===== config.mk =====
export PLATFORM = sky130hd
export DESIGN_NAME = mpu_alu
export DESIGN_NICKNAME = d
export VERILOG_FILES = /design/src/mpu_pkg.sv /design/src/mpu_alu.sv
export VERILOG_INCLUDE_DIRS = /design/src
export SDC_FILE = /design/constraint.sdc
export NUM_CORES = 1
export LEC_CHECK = 0
export ABC_CLOCK_PERIOD_IN_PS = 7800
export BUFFER_PORTS_ARGS = -buffer_cell sky130_fd_sc_hd__buf_2
export CORE_MARGIN = 10
export CORE_UTILIZATION = 45
export CTS_BUF_LIST = sky130_fd_sc_hd__clkbuf_8
export DETAILED_ROUTE_END_ITERATION = 8
export HOLD_SLACK_MARGIN = 0.06
export PLACE_DENSITY = 0.66
export SLEW_MARGIN = 20
export SYNTH_ARGS = -nofsm -noshare
export SYNTH_HDL_FRONTEND = slang
export SYNTH_SLANG_ARGS = --single-unit

===== constraint.sdc =====
create_clock -name clk -period 7.8 [get_ports clk]
set_input_delay 1.56 -clock clk [delete_from_list [all_inputs] [get_ports clk]]
set_output_delay 1.56 -clock clk [all_outputs]
set_load 0.005 [all_outputs]

===== src/mpu_defines.svh =====
`ifndef MPU_DEFINES_SVH
`define MPU_DEFINES_SVH

// ----------------------------------------------------------------------
// Matrix geometry
// ----------------------------------------------------------------------

// Largest row count of one matrix register
`define MPU_M 4

// Largest column count of one matrix register
`define MPU_N 4

// ----------------------------------------------------------------------
// Register file and datapath
// ----------------------------------------------------------------------

`define MPU_REGS 8       // Matrix registers in the file

// Element width, two's complement integer
`define MPU_ELEM_W 32

`endif


===== src/mpu_pkg.sv =====
package mpu_pkg;

    `include "mpu_defines.svh"

    // ----------------------------------------------------------------------
    // Scalar types
    // ----------------------------------------------------------------------

    typedef logic [`MPU_ELEM_W-1:0]         elem_t;     // One matrix element
    typedef logic [$clog2(`MPU_REGS)-1:0]   reg_idx_t;  // Register number
    typedef logic [$clog2(`MPU_M)-1:0]      row_idx_t;  // Row position
    typedef logic [$clog2(`MPU_N)-1:0]      col_idx_t;  // Column position

    // Count from 1 to 4, zero means never written
    typedef logic [$clog2(`MPU_M+1)-1:0]    size_t;

    // ----------------------------------------------------------------------
    // Opcodes and states
    // ----------------------------------------------------------------------

    typedef enum logic [2:0] {
        OP_LOAD,            // Fill dst from elem_in stream
        OP_STORE,           // Stream src_a out
        OP_ADD,
        OP_SUB,
        OP_MUL,             // Low half of product
        OP_TRANS            // dst = transpose of src_a
    } mpu_op_e;

    typedef enum logic [1:0] {
        ALU_ADD,
        ALU_SUB,
        ALU_MUL,
        ALU_PASS            // Operand a unchanged
    } alu_op_e;

    typedef enum logic [1:0] {
        ST_IDLE,
        ST_LOAD,
        ST_OP,
        ST_STORE
    } ctrl_state_e;

    // ----------------------------------------------------------------------
    // Bundles
    // ----------------------------------------------------------------------

    // Command word, rows/cols set the walk for every opcode
    typedef struct packed {
        mpu_op_e  op;
        reg_idx_t dst;
        reg_idx_t src_a;
        reg_idx_t src_b;
        size_t    rows;
        size_t    cols;
    } mpu_cmd_t;

    // Register file write, sizes land in the target register
    typedef struct packed {
        logic     en;
        reg_idx_t addr;
        row_idx_t i;
        col_idx_t j;
        elem_t    data;
        size_t    rows;
        size_t    cols;
    } rf_write_t;

    // Register file read request
    typedef struct packed {
        logic     en;
        reg_idx_t addr;
        row_idx_t i;
        col_idx_t j;
    } rf_read_t;

endpackage


===== src/mpu_alu.sv =====
`timescale 1ns/1ps

module mpu_alu
    import mpu_pkg::*;
(
    input  logic    clk,
    input  logic    rst,
    input  logic    valid,          // Operands present this cycle
    input  alu_op_e op,
    input  elem_t   a,
    input  elem_t   b,
    output elem_t   result,
    output logic    result_valid
);

    logic [2*$bits(elem_t)-1:0] prod;   // Full width product

    assign prod = a * b;

    // Result register, wraps in two's complement
    always_ff @(posedge clk) begin
        if (valid) begin
            case (op)
                ALU_ADD:  result <= a + b;
                ALU_SUB:  result <= a - b;
                ALU_MUL:  result <= prod[$bits(elem_t)-1:0];    // Low bits only
                default:  result <= a;                          // Pass for TRANS
            endcase
        end
    end

    // Valid trails the operands by one cycle
    always_ff @(posedge clk) begin
        if (rst) begin
            result_valid <= 1'b0;
        end else begin
            result_valid <= valid;
        end
    end

endmodule


==> impl_metrics.json <==
{
  "status": "complete, but fails checks",
  "violations": "negative setup slack",
  "worst_setup_path_end_kind": "register",
  "nNetsFinal": 3098,
  "postRouteAntennaNets": 0,
  "clkTransAtPathRegs_ps": 80,
  "criticalPathCategory": "in2reg",
  "syn2layout_area_growth_pct": 17.8,
  "yosys.area.top_type": "fa_1",
  "hold_buffers": 0,
  "cpMostUsedCell": "fa_1",
  "yosys.cell_count.top_type": "fa_1",
  "place.gp.congestion": 0.991,
  "start_kind": "input port",
  "hpwl_mm": 53.5,
  "min_from": "rst",
  "critPathRequiredTime_ps": 7870,
  "synth-edff-count": 32,
  "synthesis.instances": 2234,
  "postPlaceCellArea_um2": 22400,
  "whs_endpoint": "result_valid",
  "antenna_found_initial": 4,
  "core_um2": 43200,
  "drc_errors": 0,
  "min_period_ps": 7860,
  "grt_max_degree": 59,
  "fp.dieH_um": 229,
  "grt_overflow": 0,
  "netlist_area_um2": 19700,
  "drv_cap": 0,
  "drtPass1Iterations": 6,
  "clock_sinks": 33,
  "yosysTopAreaCellShare_pct": 41.6,
  "root_buffer": "clkbuf_8",
  "syn_area_per_cell_um2": 8.81,
  "drive_above_1_share_pct": 18.4,
  "worstHoldPathCells": 2,
  "crit_chain": "buf_12 -> buf_6 -> and2_4 -> fa_1 -> inv_2 -> fa_1 -> fa_1 -> fa_1 -> inv_1 -> fa_1 -> fa_1 -> fa_1 -> fa_1 -> ha_4 -> and3_4 -> and2_4 -> nand3_4 -> a21oi_4 -> nor3_4 -> o311ai_2 -> a21o_1 -> o41ai_2 -> o221a_2",
  "clk_path_buf_depth": 2,
  "routed_wl_mm": 61.4,
  "worstMarginPinSlew_ps": 837,
  "first_global_vias": 17300,
  "slew_viol_final": 0,
  "grt_first_pass_wirelength_mm": 97.4,
  "crit_arrival_ps": 7930,
  "row_count": 76,
  "die_area_um2": 52500,
  "cts_tree": "done",
  "fill_cells": 4020,
  "via_per_inst": 5.32,
  "final_cells": 3052,
  "ys_types": 65,
  "yosys_warnings": 0,
  "port_buffers": 101,
  "rsz0062_at_grt": "yes",
  "synth_area_leaders": "fa_1 42%, ha_1 9.9%, and2_1 9.9%",
  "slew_headroom_pct": 44.2,
  "clock.fmax_mhz": 127,
  "ys_ff_latch": 33,
  "numCtsBuffers": 5,
  "syn-num-nets": 2868,
  "synthArstFlopShare_pct": 0,
  "synthFlopType": "edfxtp_1",
  "drt_iter0_markers": 1064,
  "path_delay_family": "adder cells",
  "post-route-period-util_pct": 101,
  "fin_setup_tns_ps": -60.2,
  "setup_ws_ps": -60.2,
  "num_vias": 16200,
  "start_util_pct": 45.6,
  "stdcell_area_um2": 23200,
  "crit_slowest_cell": "fa_1",
  "cp_num_buf_inv": 4,
  "yosys-top-cells-count": "409 x fa_1, 402 x inv_1, 310 x and2_1",
  "htree_levels": 2,
  "critical-path-max-stage-delay_ps": 570,
  "die_w_um": 229,
  "setup_viol": 1,
  "final_hold_viol_count": 0,
  "path_max_fanout": 6,
  "hold_path.class": "in2reg",
  "grt_use_total_pct": 23.5,
  "post_drt_wl_per_cell_um": 20.1,
  "io_pins": 102,
  "synth_seq_area_share_pct": 4.98,
  "place_inst": 3030,
  "holdWs_ps": 1390
}
cell families (layout without fill, tap and decap cells):
logic type	after synthesis	after routing	synth area share (%)
buffers and inverters	525	756	10.1
AND/OR/NAND/NOR	739	739	19.5
flip-flops	33	33	4.98
multiplexers	13	13	0.661
adder cells (fa/ha/maj)	565	565	51.5
XOR/XNOR	133	133	5.96
AO/OA/AOI/OAI	226	226	7.27
other	0	2	0
cell type report:
class | count | area (um^2) | share of cell area (%)
flip-flops and latches | 33 | 981 | 4.23
well taps | 585 | 732 | 3.16
inverters | 402 | 1510 | 6.51
clock buffers | 6 | 82.6 | 0.356
diodes | 2 | 5.00 | 0.0216
repair buffers | 346 | 2640 | 11.4
multi-input cells | 1676 | 17200 | 74.2
clock inverters | 2 | 37.5 | 0.162
stage by stage:
stage / worst slack, ps / util [%]
final: -60.2 / 53.7
after global routing: -207 / 53.7
after CTS: -78.6 / 52.6
after detailed placement: -537 / 51.9
after global placement: -446 / 51.9
after floorplan: -107 / -
repair_timing:
action / in CTS / in global routing
resized for setup: 36 / 98
buffers inserted: 1 / 11
pin swaps: 16 / 41
endpoints found under the setup margin: 9 / 17
worst max-delay path by stage:
| stage | from | to | slack [ps] | cells after the start |
|---|---|---|---|---|
| after global routing | b[2] | result[30] | -210 | 23 |
| after floorplan | b[7] | result[30] | -110 | 25 |
| after detailed placement | a[10] | result[30] | -540 | 24 |
| after global placement | b[5] | result[30] | -450 | 22 |
| final | b[2] | result[30] | -60 | 23 |
| after CTS | b[2] | result[30] | -80 | 23 |
sequential cells by signal (all words and copies together), names as in the netlist:
name	count
result_valid	1
result	32
metal layers:
layer	global-route usage (%)	share of wire [%]
met2	41.4	51
met1	29.6	40
met5	0	0.021
met4	8.77	4.5
met3	1.85	5.0
cells in the final DEF, fill, tap and decap left out, types with 5 or more instances in the layout:
cell / n
nand3_1: 17
ha_1: 143
o211ai_1: 8
o21ai_0: 47
or3_1: 5
a211oi_1: 11
buf_4: 229
o21ai_1: 7
a21o_1: 22
xnor2_1: 86
buf_8: 5
fa_2: 11
clkbuf_8: 6
inv_1: 399
edfxtp_1: 32
nand2_1: 276
o31ai_1: 6
ha_4: 13
fa_1: 398
and2_4: 9
a21oi_2: 11
nor2b_1: 6
mux2i_1: 13
nand2b_1: 10
a31oi_1: 8
buf_12: 12
a21oi_1: 48
and3_1: 6
and2_1: 301
nor3_1: 15
buf_2: 81
o31a_1: 5
xor2_1: 43
o21a_1: 12
buf_6: 15
nor2_1: 52
or2_2: 5
Power is not shown: default switching activity piles up to over one toggle a cycle in this logic, so the estimate is an artifact.
