[src/mpu_defines.svh]
`ifndef MPU_DEFINES_SVH
`define MPU_DEFINES_SVH

// ----------------------------------------------------------------------
// Matrix geometry
// ----------------------------------------------------------------------

// Largest row count of one matrix register
`define MPU_M 4

// Largest column count of one matrix register
`define MPU_N 4

// ----------------------------------------------------------------------
// Register file and datapath
// ----------------------------------------------------------------------

`define MPU_REGS 8       // Matrix registers in the file

// Element width, two's complement integer
`define MPU_ELEM_W 32

`endif

[src/mpu_pkg.sv]
package mpu_pkg;

    `include "mpu_defines.svh"

    // ----------------------------------------------------------------------
    // Scalar types
    // ----------------------------------------------------------------------

    typedef logic [`MPU_ELEM_W-1:0]         elem_t;     // One matrix element
    typedef logic [$clog2(`MPU_REGS)-1:0]   reg_idx_t;  // Register number
    typedef logic [$clog2(`MPU_M)-1:0]      row_idx_t;  // Row position
    typedef logic [$clog2(`MPU_N)-1:0]      col_idx_t;  // Column position

    // Count from 1 to 4, zero means never written
    typedef logic [$clog2(`MPU_M+1)-1:0]    size_t;

    // ----------------------------------------------------------------------
    // Opcodes and states
    // ----------------------------------------------------------------------

    typedef enum logic [2:0] {
        OP_LOAD,            // Fill dst from elem_in stream
        OP_STORE,           // Stream src_a out
        OP_ADD,
        OP_SUB,
        OP_MUL,             // Low half of product
        OP_TRANS            // dst = transpose of src_a
    } mpu_op_e;

    typedef enum logic [1:0] {
        ALU_ADD,
        ALU_SUB,
        ALU_MUL,
        ALU_PASS            // Operand a unchanged
    } alu_op_e;

    typedef enum logic [1:0] {
        ST_IDLE,
        ST_LOAD,
        ST_OP,
        ST_STORE
    } ctrl_state_e;

    // ----------------------------------------------------------------------
    // Bundles
    // ----------------------------------------------------------------------

    // Command word, rows/cols set the walk for every opcode
    typedef struct packed {
        mpu_op_e  op;
        reg_idx_t dst;
        reg_idx_t src_a;
        reg_idx_t src_b;
        size_t    rows;
        size_t    cols;
    } mpu_cmd_t;

    // Register file write, sizes land in the target register
    typedef struct packed {
        logic     en;
        reg_idx_t addr;
        row_idx_t i;
        col_idx_t j;
        elem_t    data;
        size_t    rows;
        size_t    cols;
    } rf_write_t;

    // Register file read request
    typedef struct packed {
        logic     en;
        reg_idx_t addr;
        row_idx_t i;
        col_idx_t j;
    } rf_read_t;

endpackage

[src/mpu_register_file.sv]
`timescale 1ns/1ps
`include "mpu_defines.svh"

module mpu_register_file
    import mpu_pkg::*;
(
    input  logic      clk,
    input  logic      rst,
    input  rf_write_t wr,           // Element write plus sizes
    input  rf_read_t  rd_a,         // Port A, also returns sizes
    input  rf_read_t  rd_b,         // Port B, element only
    output elem_t     rd_a_data,
    output elem_t     rd_b_data,
    output size_t     rd_a_rows,
    output size_t     rd_a_cols
);

    // ----------------------------------------------------------------------
    // Storage
    // ----------------------------------------------------------------------

    elem_t mat_q  [`MPU_REGS][`MPU_M][`MPU_N];  // Element array
    size_t rows_q [`MPU_REGS];                  // Row count per register
    size_t cols_q [`MPU_REGS];                  // Column count per register

    // Element write
    always_ff @(posedge clk) begin
        if (wr.en) begin
            mat_q[wr.addr][wr.i][wr.j] <= wr.data;
        end
    end

    // Sizes follow every write to the register
    always_ff @(posedge clk) begin
        if (rst) begin
            for (int r = 0; r < `MPU_REGS; r++) begin
                rows_q[r] <= '0;        // Empty until loaded
                cols_q[r] <= '0;
            end
        end else if (wr.en) begin
            rows_q[wr.addr] <= wr.rows;
            cols_q[wr.addr] <= wr.cols;
        end
    end

    // ----------------------------------------------------------------------
    // Read ports with one cycle latency
    // ----------------------------------------------------------------------

    always_ff @(posedge clk) begin
        if (rd_a.en) begin
            rd_a_data <= mat_q[rd_a.addr][rd_a.i][rd_a.j];
            rd_a_rows <= rows_q[rd_a.addr];     // For STORE output
            rd_a_cols <= cols_q[rd_a.addr];     // and destination sizing
        end
    end

    // Port B feeds the second ALU operand only
    always_ff @(posedge clk) begin
        if (rd_b.en) begin
            rd_b_data <= mat_q[rd_b.addr][rd_b.i][rd_b.j];
        end
    end

endmodule

[config.mk]
export PLATFORM = sky130hd
export DESIGN_NAME = mpu_register_file
export DESIGN_NICKNAME = d
export VERILOG_FILES = /design/src/mpu_pkg.sv /design/src/mpu_register_file.sv
export VERILOG_INCLUDE_DIRS = /design/src
export SDC_FILE = /design/constraint.sdc
export NUM_CORES = 2
export LEC_CHECK = 0
export BUFFER_PORTS_ARGS = -buffer_cell sky130_fd_sc_hd__clkbuf_2
export CAP_MARGIN = 20
export CORE_UTILIZATION = 35
export CTS_CLUSTER_SIZE = 20
export DETAILED_ROUTE_END_ITERATION = 8
export PLACE_DENSITY = 0.46
export SLEW_MARGIN = 20
export SYNTH_ARGS = -nofsm -noshare
export SYNTH_HDL_FRONTEND = slang
export SYNTH_MEMORY_MAX_BITS = 65536
export SYNTH_SLANG_ARGS = --single-unit
[constraint.sdc]
create_clock -name clk -period 10.2 [get_ports clk]
set_input_delay 2.04 -clock clk [delete_from_list [all_inputs] [get_ports clk]]
set_output_delay 2.04 -clock clk [all_outputs]
set_load 0.005 [all_outputs]
==> results.py <==
metrics = {
    "status": {
        "status": "finished clean",
    },
    "sta": {
        "setup_viol": 0,
        "setup_tns_ns": 0,
        "max_freq_mhz": 196,
        "rsz0062_at_grt": "no",
        "period_share": 0.499,
        "holdWs_ns": 0.792,
        "drv_slew": 0,
        "tightest_slew_ns": 1.23,
        "finClkSkew_ns": 0.0616,
        "hold_viol": 0,
        "min_period_ns": 5.09,
        "maxSlewHeadroom": 0.180,
    },
    "logic_synthesis": {
        "syn-num-nets": 7898,
        "netlist-cell-type-count": 21,
        "synthesis.area_um2": 192000,
        "synthCells": 7834,
        "syn_area_per_cell_um2": 24.5,
        "yosysSeqAreaShare": 0.660,
        "ys_seq_elements": 4214,
        "yosysWarnings": 0,
    },
    "placed_design": {
        "hpwl_mm": 402,
        "place_area_um2": 204000,
        "portBuffers": 133,
        "gp_congestion": 0.785,
    },
    "setup_path": {
        "critPathLaunchType": "input pin",
        "slowest_delay_ns": 0.63,
        "crit_buf_inv": 3,
        "worst_path_max_delay_cell": "buf_4",
        "critPathKind": "in -> reg",
        "rr_startpoint": "mat_q[7][180]",
        "crit_family": "multiplexers",
        "reg2reg_depth": 4,
        "crit_path_cell_trace": "buf_12 -> buf_4 -> buf_4 -> mux4_2 -> mux4_2 -> mux4_2 -> mux2_2",
        "critPathRequiredTime_ns": 10.99,
        "cp-end-kind": "register",
        "rrSetupSlack_ns": 7.47,
        "r2r-end": "rd_a_data[20]",
        "cpMostUsedCell": "mux4_2",
        "critPathMaxFanout": 68,
        "arrival_ns": 5.88,
    },
    "detailed_routing": {
        "detail-route-antenna-nets": 0,
        "wl_per_cell_um": 44.0,
        "drt_iter0_drc": 13400,
        "wl_mm": 698,
        "drc_errors": 0,
        "drtPass1Iterations": 5,
        "viasPerCell": 6.23,
        "vias": 98800,
    },
    "floorplanning": {
        "coreArea_um2": 545000,
        "die_area_um2": 551000,
        "fp.dieH_um": 742,
        "num_rows": 271,
        "die_w_um": 742,
        "pin_count": 134,
        "start_util": 0.352,
    },
    "clock_network": {
        "cts_buffer_depth": 4,
        "cts_num_sinks": 4214,
        "path_clk_slew_ns": 0.06,
        "post_cts_buffers": 0,
        "holdBufCountCts": 0,
        "cts_buffers": 476,
        "clk_latency_ns": 1.06,
        "cts_root_buf": "clkbuf_16",
        "htreeDepth": 5,
        "ctsResizeCount": 0,
        "cts_tree": "done",
    },
    "grt": {
        "gr-usage-all-layers": 0.252,
        "overflow": 0,
        "grt_max_degree": 129,
        "grt_pass1_vias": 103000,
        "antenna_found_initial": 94,
        "grt_pass1_wl_mm": 935,
    },
    "final_layout": {
        "synthToLayoutAreaGrowth_pct": 14.1,
        "nNetsFinal": 8230,
        "final_cell_mix": "edfxtp_1 (4,214), mux4_2 (2,700), clkbuf_16 (486)",
        "final_common_cell": "edfxtp_1",
        "drive_gt1_frac": 0.469,
        "stdcell_area_um2": 219000,
    },
    "power": {
        "power_leakage_nw": 65.7,
        "peakVddDrop_v": 0.000147,
        "p_per_area_nw_per_um2": 179,
    },
    "min_path": {
        "holdPathEnd": "rd_a_rows[2]",
        "hp-class": "reg -> reg",
        "hold_depth": 2,
        "worstHoldStart": "rows_q[7][2]",
    },
    "job": {
        "cap_violations": 0,
    },
}
## logic make-up after synthesis
kind of cell | count (synthesis) | synth area share
muxes | 2770 | 0.321
and+or+nand+nor | 227 | 0.00540
buffers and inverters | 623 | 0.0135
DFF | 4214 | 0.660
## report_power, final
part / leakage (nW) / switching [mW] / internal (mW)
clock: 7.26 / 7.25 / 9.53
sequential: 38.0 / 0.133 / 19.2
combinational: 20.5 / 1.76 / 1.33
total: 65.7 / 9.13 / 30.1
## worst max-delay path by stage
| stage | slack (ns) | depth (start not counted) | from | end |
|---|---|---|---|---|
| after global placement | 3.85 | 5 | wr[45] | mat_q[2][488] |
| after CTS | 5.09 | 7 | rd_a[4] | rd_a_data[4] |
| after detailed placement | 3.95 | 7 | rd_a[4] | rd_a_data[4] |
| final | 5.11 | 7 | rd_a[4] | rd_a_data[4] |
| after global routing | 4.94 | 7 | rd_a[4] | rd_a_data[3] |
| after floorplan | 5.32 | 5 | wr[42] | mat_q[1][384] |
## worst reg2reg max path, stage by stage (launching register included)
cell	delay (ns)
edfxtp_1	0.38
mux4_2	0.48
mux4_2	0.59
mux4_2	0.67
mux2_2	0.35
## registers in the layout, indices dropped and copies added, names as in the netlist
register and cells:
rd_b_data 32, rd_a_data 32, rows_q 24, rd_a_rows 3, mat_q 4096, cols_q 24
rd_a_cols 3
## final cells by class
cell class / count / area (um^2)
Fill cell: 47500 / 327000
Multi-Input combinational cell: 2997 / 63600
Tap cell: 7234 / 9050
Sequential cell: 4214 / 127000
Antenna cell: 71 / 178
Clock inverter: 279 / 2380
Clock buffer: 599 / 12600
Timing Repair Buffer: 477 / 4380
## synthesized netlist by cell type
cell type	n	area (um^2)
buf_2	153	766
and2_1	48	300
and3b_1	1	8.76
edfxtp_1	4214	127000
nor3b_1	1	7.51
or3b_2	1	8.76
nand2_1	15	56.3
nand3_1	5	25.0
mux2_2	70	788
buf_6	4	45.0
or3_1	1	6.26
clkbuf_1	353	1330
and3_1	1	6.26
mux4_2	2700	60800
nor2b_1	2	12.5
or2_2	8	50.1
buf_1	104	390
nor2_1	140	526
nand3b_1	3	22.5
buf_4	9	67.6
nand2b_1	1	6.26
## stage by stage
| stage | setup WS [ns] | utilization | std cells | power (mW) |
|---|---|---|---|---|
| after CTS | 5.09 | 0.401 | 15800 | 39.5 |
| final | 5.11 | 0.401 | 15900 | 39.2 |
| after detailed placement | 3.95 | 0.373 | 14900 | 22.8 |
| after global routing | 4.94 | 0.401 | 15800 | 40.2 |
| after floorplan | 5.32 | - | 7834 | 21.4 |
| after global placement | 3.85 | 0.373 | 14900 | 22.8 |
## layer usage
layer / vias up / track usage / part of all wire
li1: 36700 / - / -
met1: 56400 / 0.339 / 0.39
met2: 4724 / 0.407 / 0.48
met3: 1011 / 0.0573 / 0.089
met4: 16 / 0.0808 / 0.035
met5: - / 0 / 0.00015
No activity file was read; power rests on OpenSTA's default activity.
