<file path="config.mk">
export PLATFORM = sky130hd
export DESIGN_NAME = mpu_controller
export DESIGN_NICKNAME = d
export VERILOG_FILES = /design/src/mpu_pkg.sv /design/src/mpu_controller.sv
export VERILOG_INCLUDE_DIRS = /design/src
export SDC_FILE = /design/constraint.sdc
export NUM_CORES = 1
export LEC_CHECK = 0
export BUFFER_PORTS_ARGS = -buffer_cell sky130_fd_sc_hd__buf_2
export CAP_MARGIN = 5
export CORE_MARGIN = 2
export CORE_UTILIZATION = 25
export DETAILED_ROUTE_END_ITERATION = 10
export GPL_TIMING_DRIVEN = 1
export PLACE_DENSITY = 0.68
export SETUP_SLACK_MARGIN = 0.02
export SLEW_MARGIN = 20
export SYNTH_ARGS = -nofsm -noshare
export SYNTH_HDL_FRONTEND = slang
export SYNTH_SLANG_ARGS = --single-unit
</file>
<file path="constraint.sdc">
create_clock -name clk -period 5.19 [get_ports clk]
set_input_delay 1.038 -clock clk [delete_from_list [all_inputs] [get_ports clk]]
set_output_delay 1.038 -clock clk [all_outputs]
set_load 0.02 [all_outputs]
</file>
<file path="src/mpu_defines.svh">
`ifndef MPU_DEFINES_SVH
`define MPU_DEFINES_SVH

// ----------------------------------------------------------------------
// Matrix geometry
// ----------------------------------------------------------------------

// Largest row count of one matrix register
`define MPU_M 4

// Largest column count of one matrix register
`define MPU_N 4

// ----------------------------------------------------------------------
// Register file and datapath
// ----------------------------------------------------------------------

`define MPU_REGS 8       // Matrix registers in the file

// Element width, two's complement integer
`define MPU_ELEM_W 32

`endif

</file>
<file path="src/mpu_pkg.sv">
package mpu_pkg;

    `include "mpu_defines.svh"

    // ----------------------------------------------------------------------
    // Scalar types
    // ----------------------------------------------------------------------

    typedef logic [`MPU_ELEM_W-1:0]         elem_t;     // One matrix element
    typedef logic [$clog2(`MPU_REGS)-1:0]   reg_idx_t;  // Register number
    typedef logic [$clog2(`MPU_M)-1:0]      row_idx_t;  // Row position
    typedef logic [$clog2(`MPU_N)-1:0]      col_idx_t;  // Column position

    // Count from 1 to 4, zero means never written
    typedef logic [$clog2(`MPU_M+1)-1:0]    size_t;

    // ----------------------------------------------------------------------
    // Opcodes and states
    // ----------------------------------------------------------------------

    typedef enum logic [2:0] {
        OP_LOAD,            // Fill dst from elem_in stream
        OP_STORE,           // Stream src_a out
        OP_ADD,
        OP_SUB,
        OP_MUL,             // Low half of product
        OP_TRANS            // dst = transpose of src_a
    } mpu_op_e;

    typedef enum logic [1:0] {
        ALU_ADD,
        ALU_SUB,
        ALU_MUL,
        ALU_PASS            // Operand a unchanged
    } alu_op_e;

    typedef enum logic [1:0] {
        ST_IDLE,
        ST_LOAD,
        ST_OP,
        ST_STORE
    } ctrl_state_e;

    // ----------------------------------------------------------------------
    // Bundles
    // ----------------------------------------------------------------------

    // Command word, rows/cols set the walk for every opcode
    typedef struct packed {
        mpu_op_e  op;
        reg_idx_t dst;
        reg_idx_t src_a;
        reg_idx_t src_b;
        size_t    rows;
        size_t    cols;
    } mpu_cmd_t;

    // Register file write, sizes land in the target register
    typedef struct packed {
        logic     en;
        reg_idx_t addr;
        row_idx_t i;
        col_idx_t j;
        elem_t    data;
        size_t    rows;
        size_t    cols;
    } rf_write_t;

    // Register file read request
    typedef struct packed {
        logic     en;
        reg_idx_t addr;
        row_idx_t i;
        col_idx_t j;
    } rf_read_t;

endpackage

</file>
<file path="src/mpu_controller.sv">
`timescale 1ns/1ps

module mpu_controller
    import mpu_pkg::*;
(
    input  logic      clk,
    input  logic      rst,
    // Command and load stream
    input  logic      cmd_valid,
    input  mpu_cmd_t  cmd,
    input  logic      elem_in_valid,
    input  elem_t     elem_in,
    // Register file return path
    input  elem_t     rd_a_data,
    input  size_t     rd_a_rows,
    input  size_t     rd_a_cols,
    // ALU return path
    input  elem_t     alu_result,
    input  logic      alu_result_valid,
    // Register file requests
    output rf_write_t rf_wr,
    output rf_read_t  rd_a,
    output rf_read_t  rd_b,
    // ALU control
    output alu_op_e   alu_op,
    output logic      alu_valid,
    // Status and store stream
    output logic      busy,
    output logic      done,
    output logic      elem_out_valid,
    output elem_t     elem_out,
    output size_t     out_rows,
    output size_t     out_cols
);

    // Position tag riding along with each element in flight
    typedef struct packed {
        logic     valid;
        logic     store;    // Goes to elem_out, not the ALU
        logic     last;     // Final element of the walk
        row_idx_t i;        // Destination row
        col_idx_t j;        // Destination column
    } tag_t;

    ctrl_state_e state_q;
    mpu_cmd_t    cmd_q;             // Latched command
    row_idx_t    row_q;             // Walk position
    col_idx_t    col_q;
    logic        issue_q;           // Reads still to issue
    logic        done_q;
    tag_t        s1_q;              // Read data stage
    tag_t        s2_q;              // ALU result stage
    size_t       dst_rows_q;        // Destination sizes from src_a
    size_t       dst_cols_q;

    logic        accept;
    logic        reading;
    logic        load_beat;
    logic        last_row;
    logic        last_col;
    logic        last_pos;
    logic        trans;
    logic        wr_fire;

    // ----------------------------------------------------------------------
    // Sequencing terms
    // ----------------------------------------------------------------------

    assign busy      = (state_q != ST_IDLE);
    assign accept    = cmd_valid && !busy;          // Dropped while busy
    assign trans     = (cmd_q.op == OP_TRANS);
    assign load_beat = (state_q == ST_LOAD) && elem_in_valid;
    assign reading   = issue_q && (state_q == ST_STORE || state_q == ST_OP);

    // Walk bounds come from the command for every opcode
    assign last_row  = (row_q == row_idx_t'(cmd_q.rows - size_t'(1)));
    assign last_col  = (col_q == col_idx_t'(cmd_q.cols - size_t'(1)));
    assign last_pos  = last_row && last_col;

    assign wr_fire   = (state_q == ST_OP) && alu_result_valid && s2_q.valid;

    always_ff @(posedge clk) begin
        if (accept) begin
            cmd_q <= cmd;
        end
    end

    // FSM, done is a one cycle pulse as the FSM returns to idle
    always_ff @(posedge clk) begin
        if (rst) begin
            state_q <= ST_IDLE;
            issue_q <= 1'b0;
            done_q  <= 1'b0;
        end else begin
            done_q <= 1'b0;
            case (state_q)
                ST_IDLE: begin
                    if (accept) begin
                        issue_q <= (cmd.op != OP_LOAD);
                        case (cmd.op)
                            OP_LOAD:  state_q <= ST_LOAD;
                            OP_STORE: state_q <= ST_STORE;
                            default:  state_q <= ST_OP;
                        endcase
                    end
                end
                ST_LOAD: begin
                    if (load_beat && last_pos) begin
                        state_q <= ST_IDLE;
                        done_q  <= 1'b1;        // Cycle after last element
                    end
                end
                ST_STORE: begin
                    if (last_pos) begin
                        issue_q <= 1'b0;
                        state_q <= ST_IDLE;
                        done_q  <= 1'b1;        // Lines up with last output
                    end
                end
                default: begin                  // ST_OP
                    if (reading && last_pos) begin
                        issue_q <= 1'b0;        // Pipe still draining
                    end
                    if (wr_fire && s2_q.last) begin
                        state_q <= ST_IDLE;
                        done_q  <= 1'b1;
                    end
                end
            endcase
        end
    end

    // Row-major walk, shared by load beats and reads
    always_ff @(posedge clk) begin
        if (rst) begin
            row_q <= '0;
            col_q <= '0;
        end else if (accept) begin
            row_q <= '0;
            col_q <= '0;
        end else if (load_beat || reading) begin
            if (last_col) begin
                col_q <= '0;
                row_q <= row_q + 1'b1;
            end else begin
                col_q <= col_q + 1'b1;
            end
        end
    end

    // ----------------------------------------------------------------------
    // Tag pipeline, matches read and ALU latency
    // ----------------------------------------------------------------------

    always_ff @(posedge clk) begin
        if (rst) begin
            s1_q <= '0;
            s2_q <= '0;
        end else begin
            s1_q.valid <= reading;
            s1_q.store <= (state_q == ST_STORE);
            s1_q.last  <= last_pos;
            s1_q.i     <= trans ? row_idx_t'(col_q) : row_q;    // Swapped for TRANS
            s1_q.j     <= trans ? col_idx_t'(row_q) : col_q;
            s2_q       <= s1_q;
            s2_q.valid <= s1_q.valid && !s1_q.store;            // Only ALU traffic
        end
    end

    // Source A sizes show up with the first element
    always_ff @(posedge clk) begin
        if (rst) begin
            dst_rows_q <= '0;
            dst_cols_q <= '0;
        end else if (alu_valid && s1_q.i == '0 && s1_q.j == '0) begin
            dst_rows_q <= trans ? rd_a_cols : rd_a_rows;
            dst_cols_q <= trans ? rd_a_rows : rd_a_cols;
        end
    end

    // ----------------------------------------------------------------------
    // Requests and outputs
    // ----------------------------------------------------------------------

    // STORE reads src_a, operations read src_a and src_b
    assign rd_a = '{en: reading, addr: cmd_q.src_a, i: row_q, j: col_q};
    assign rd_b = '{en: reading && (state_q == ST_OP), addr: cmd_q.src_b,
                    i: row_q, j: col_q};

    // Load beats write directly, operations write from the ALU
    always_comb begin
        rf_wr      = '0;
        rf_wr.addr = cmd_q.dst;
        if (state_q == ST_LOAD) begin
            rf_wr.en   = elem_in_valid;
            rf_wr.i    = row_q;
            rf_wr.j    = col_q;
            rf_wr.data = elem_in;
            rf_wr.rows = cmd_q.rows;
            rf_wr.cols = cmd_q.cols;
        end else begin
            rf_wr.en   = wr_fire;
            rf_wr.i    = s2_q.i;
            rf_wr.j    = s2_q.j;
            rf_wr.data = alu_result;
            rf_wr.rows = dst_rows_q;
            rf_wr.cols = dst_cols_q;
        end
    end

    always_comb begin
        case (cmd_q.op)
            OP_ADD:  alu_op = ALU_ADD;
            OP_SUB:  alu_op = ALU_SUB;
            OP_MUL:  alu_op = ALU_MUL;
            default: alu_op = ALU_PASS;
        endcase
    end

    assign alu_valid      = s1_q.valid && !s1_q.store;
    assign elem_out_valid = s1_q.valid && s1_q.store;
    assign elem_out       = rd_a_data;      // Straight from port A
    assign out_rows       = rd_a_rows;      // Stored sizes of the register
    assign out_cols       = rd_a_cols;
    assign done           = done_q;

endmodule

</file>
==> summary.txt <==
status = completed
Avg Inst Size Synth = 10.3 sq um
floorplan row count = 37
Reg area = 1080 sq um
Worst-Margin Slew = 1.07 ns
FF+latch count, synth = 45
Startpoint Class = flip-flop
FF-to-FF End = col_q[1]$_SDFFE_PP0P_
Final period util = 0.648
core area = 10400 sq um
Initial DRC Count = 105
total negative slack = 0 ns
# Max-Cap Violations = 0
Pleak = 1.66 nW
slowest stage delay, CP = 0.91 ns
commonest non-fill, non-tap cell in the layout = buf_2
Final Util = 0.324
post-synthesis cell count = 263
Multi-input gate area = 1170 sq um
wire length per cell = 14.4 um
first-pass GRT wire length = 11000 um
RSZ-0062 raised after global routing = no
number of cells on the worst hold path = 1
CTS max path bufs = 2
CP Capture Type = primary output
H-tree levels = 2
min Tclk post-route = 3.36 ns
pwr/cell area = 342 nW/um^2
GRT overflow = 0
Fill cells = 1101
Reg2Reg Setup Slack = 2.90 ns
Final Skew = 0.0131 ns
Slew Limit Fails = 0
vias in the first global route = 2234
Clock Pin Slew Worst Setup and Hold Paths = 0.09 ns
via count = 2206
Critical Path Fanout Max = 48
initial antenna violation count = 0
CP startpoint = state_q[1]$_SDFFE_PP0P_
Peak VDD IR = 0.224 mV
DRC = 0
# Post-CTS Setup Buffers = 0
Post-Syn Area = 2710 sq um
CP top delay family = adder cells
Max Fclk = 297 MHz
R2R depth = 6
DIE HEIGHT = 108 um
Final HPWL DP = 5980 um
HP Class = reg -> reg
final hold vios = 0
Clk Latency, worst-skew pair = 0.30 ns
Seq/Total Area, Yosys = 0.399
crit path max-delay cell type = ha_2
Layout area overhead = 24.8%
syn nets = 393
Warnings, synthesis = 0
Reg2Reg Launch Point = state_q[1]$_SDFFE_PP0P_
Antenna Nets Post-Route = 0
Setup violations, final = 0
largest net degree at the start of global routing = 49
initial core utilization = 0.260
chip width = 108 um
commonest non-fill, non-tap cells in the layout = buf_2, mux2_2, dfxtp_1
Boundary Pins = 231
die area = 11700 sq um
WHS Endpoint = s2_q[2]$_SDFF_PP0_
Worst Hold Launch = s1_q[2]$_SDFF_PP0_
routed wire length = 7380 um
placed cell areas = 3280 sq um
post-CTS sizing = 0
CTS tree = done
Clock Tree Root = clkbuf_8
routed vias/inst = 4.32
hold buffers post-CTS = 0
drt pass-1 iters = 4
critical setup path kind = reg -> out
Clock Sinks = 45
Final #Nets = 504
input/output buffers = 166
GPL Wtd Cong = 0.737
layout cells sized above 1 = 0.584
count of cell types in the netlist = 32
CTS Buf Count = 5
post-route cell area = 3380 sq um
Worst EP arrival = 2.33 ns
slew margin rel. = 0.284
antenna cells = 0
worst-path cell chain = inv_1 -> ha_2 -> mux2_2 -> buf_2
WP buf/inv = 2
Req. time, crit path = 4.15 ns
Total GRT Usage = 0.122
[stage by stage]
stage / hold slack, ns / setup WS, ns / cells / power (W)
after floorplan: 0.414 / 2.58 / 263 / 0.000827
after global placement: 0.422 / 2.23 / 503 / 0.000914
after detailed placement: 0.431 / 2.12 / 503 / 0.000929
after CTS: 0.461 / 1.78 / 511 / 0.00118
after global routing: 0.474 / 1.66 / 511 / 0.00123
final: 0.465 / 1.83 / 511 / 0.00116
[cell type report]
| class | count | area share |
|---|---|---|
| multi-input combinational | 149 | 0.346 |
| tap | 136 | 0.0504 |
| sequential | 45 | 0.320 |
| timing repair buffer | 166 | 0.246 |
| inverter | 7 | 0.00777 |
| clock buffer | 7 | 0.0289 |
| clock inverter | 1 | 0.00148 |
[layer usage]
layer / track usage / share of wire / vias to the layer above
met3: 0.0253 / 0.094 / 27
met4: 0.0366 / 0.017 / 0
met1: 0.133 / 0.36 / 988
met5: 0 / 0 / -
li1: - / - / 1066
met2: 0.236 / 0.53 / 125
[worst max-delay path by stage]
| stage | endpoint | slack, ns | cells past startpoint |
|---|---|---|---|
| after floorplan | rf_wr[45] | 2.58 | 2 |
| after global placement | rf_wr[28] | 2.23 | 4 |
| after detailed placement | rf_wr[41] | 2.12 | 4 |
| after CTS | rf_wr[41] | 1.78 | 4 |
| after global routing | rf_wr[23] | 1.66 | 4 |
| final | rf_wr[30] | 1.83 | 4 |
[where the power goes]
group	internal, W	total, W	leakage [nW]	switching, W
Clock	0.000124	0.000242	0.0534	0.000118
Sequential	0.000422	0.000453	0.391	0.0000308
Combinational	0.000191	0.000461	1.22	0.000270
Total	0.000736	0.00116	1.66	0.000419
[kinds of logic (layout without fill, tap and decap cells)]
group / Yosys count / after routing / share of synthesized area
AOI/OAI and AO/OA: 21 / 21 / 0.0504
xor gates and xnor gates: 4 / 4 / 0.0129
adders and majority gates: 5 / 5 / 0.0231
buffers and inverters: 69 / 181 / 0.170
DFF: 45 / 45 / 0.399
muxes: 58 / 58 / 0.234
and+or+nand+nor: 61 / 61 / 0.110
[registers in the layout, summed over array words and instances (netlist names), 3 cells and up]
signal	flops
rd_a	3
cmd_q	9
rd_b	3
dst_cols_q	3
s1_q	7
s2_q	6
dst_rows_q	3
rf_wr	3
[Yosys cell counts]
cell | number | area, sq um
xor2_1 | 2 | 17.5
nand3_1 | 2 | 10.0
nor4_1 | 1 | 6.26
a211o_1 | 1 | 8.76
buf_4 | 52 | 390
buf_2 | 5 | 25.0
mux2_2 | 42 | 473
nand3b_1 | 1 | 7.51
inv_1 | 7 | 26.3
xnor2_1 | 2 | 17.5
edfxtp_1 | 18 | 541
a21oi_1 | 9 | 45.0
o311ai_0 | 1 | 8.76
nand2b_1 | 7 | 43.8
nor2b_1 | 8 | 50.1
a31oi_1 | 2 | 12.5
nor3_1 | 2 | 10.0
ha_1 | 5 | 62.6
and2_1 | 4 | 25.0
o21ai_0 | 3 | 15.0
clkbuf_1 | 5 | 18.8
nor2_1 | 23 | 86.3
a311oi_1 | 1 | 8.76
o21a_1 | 1 | 7.51
mux2i_1 | 16 | 160
o2bb2ai_2 | 1 | 15.0
or2_2 | 2 | 12.5
a21o_1 | 2 | 15.0
nand2_1 | 9 | 33.8
dfxtp_1 | 27 | 541
nand4_1 | 1 | 6.26
or4_1 | 1 | 7.51
Note: power is estimated with default switching activity, not from simulation.
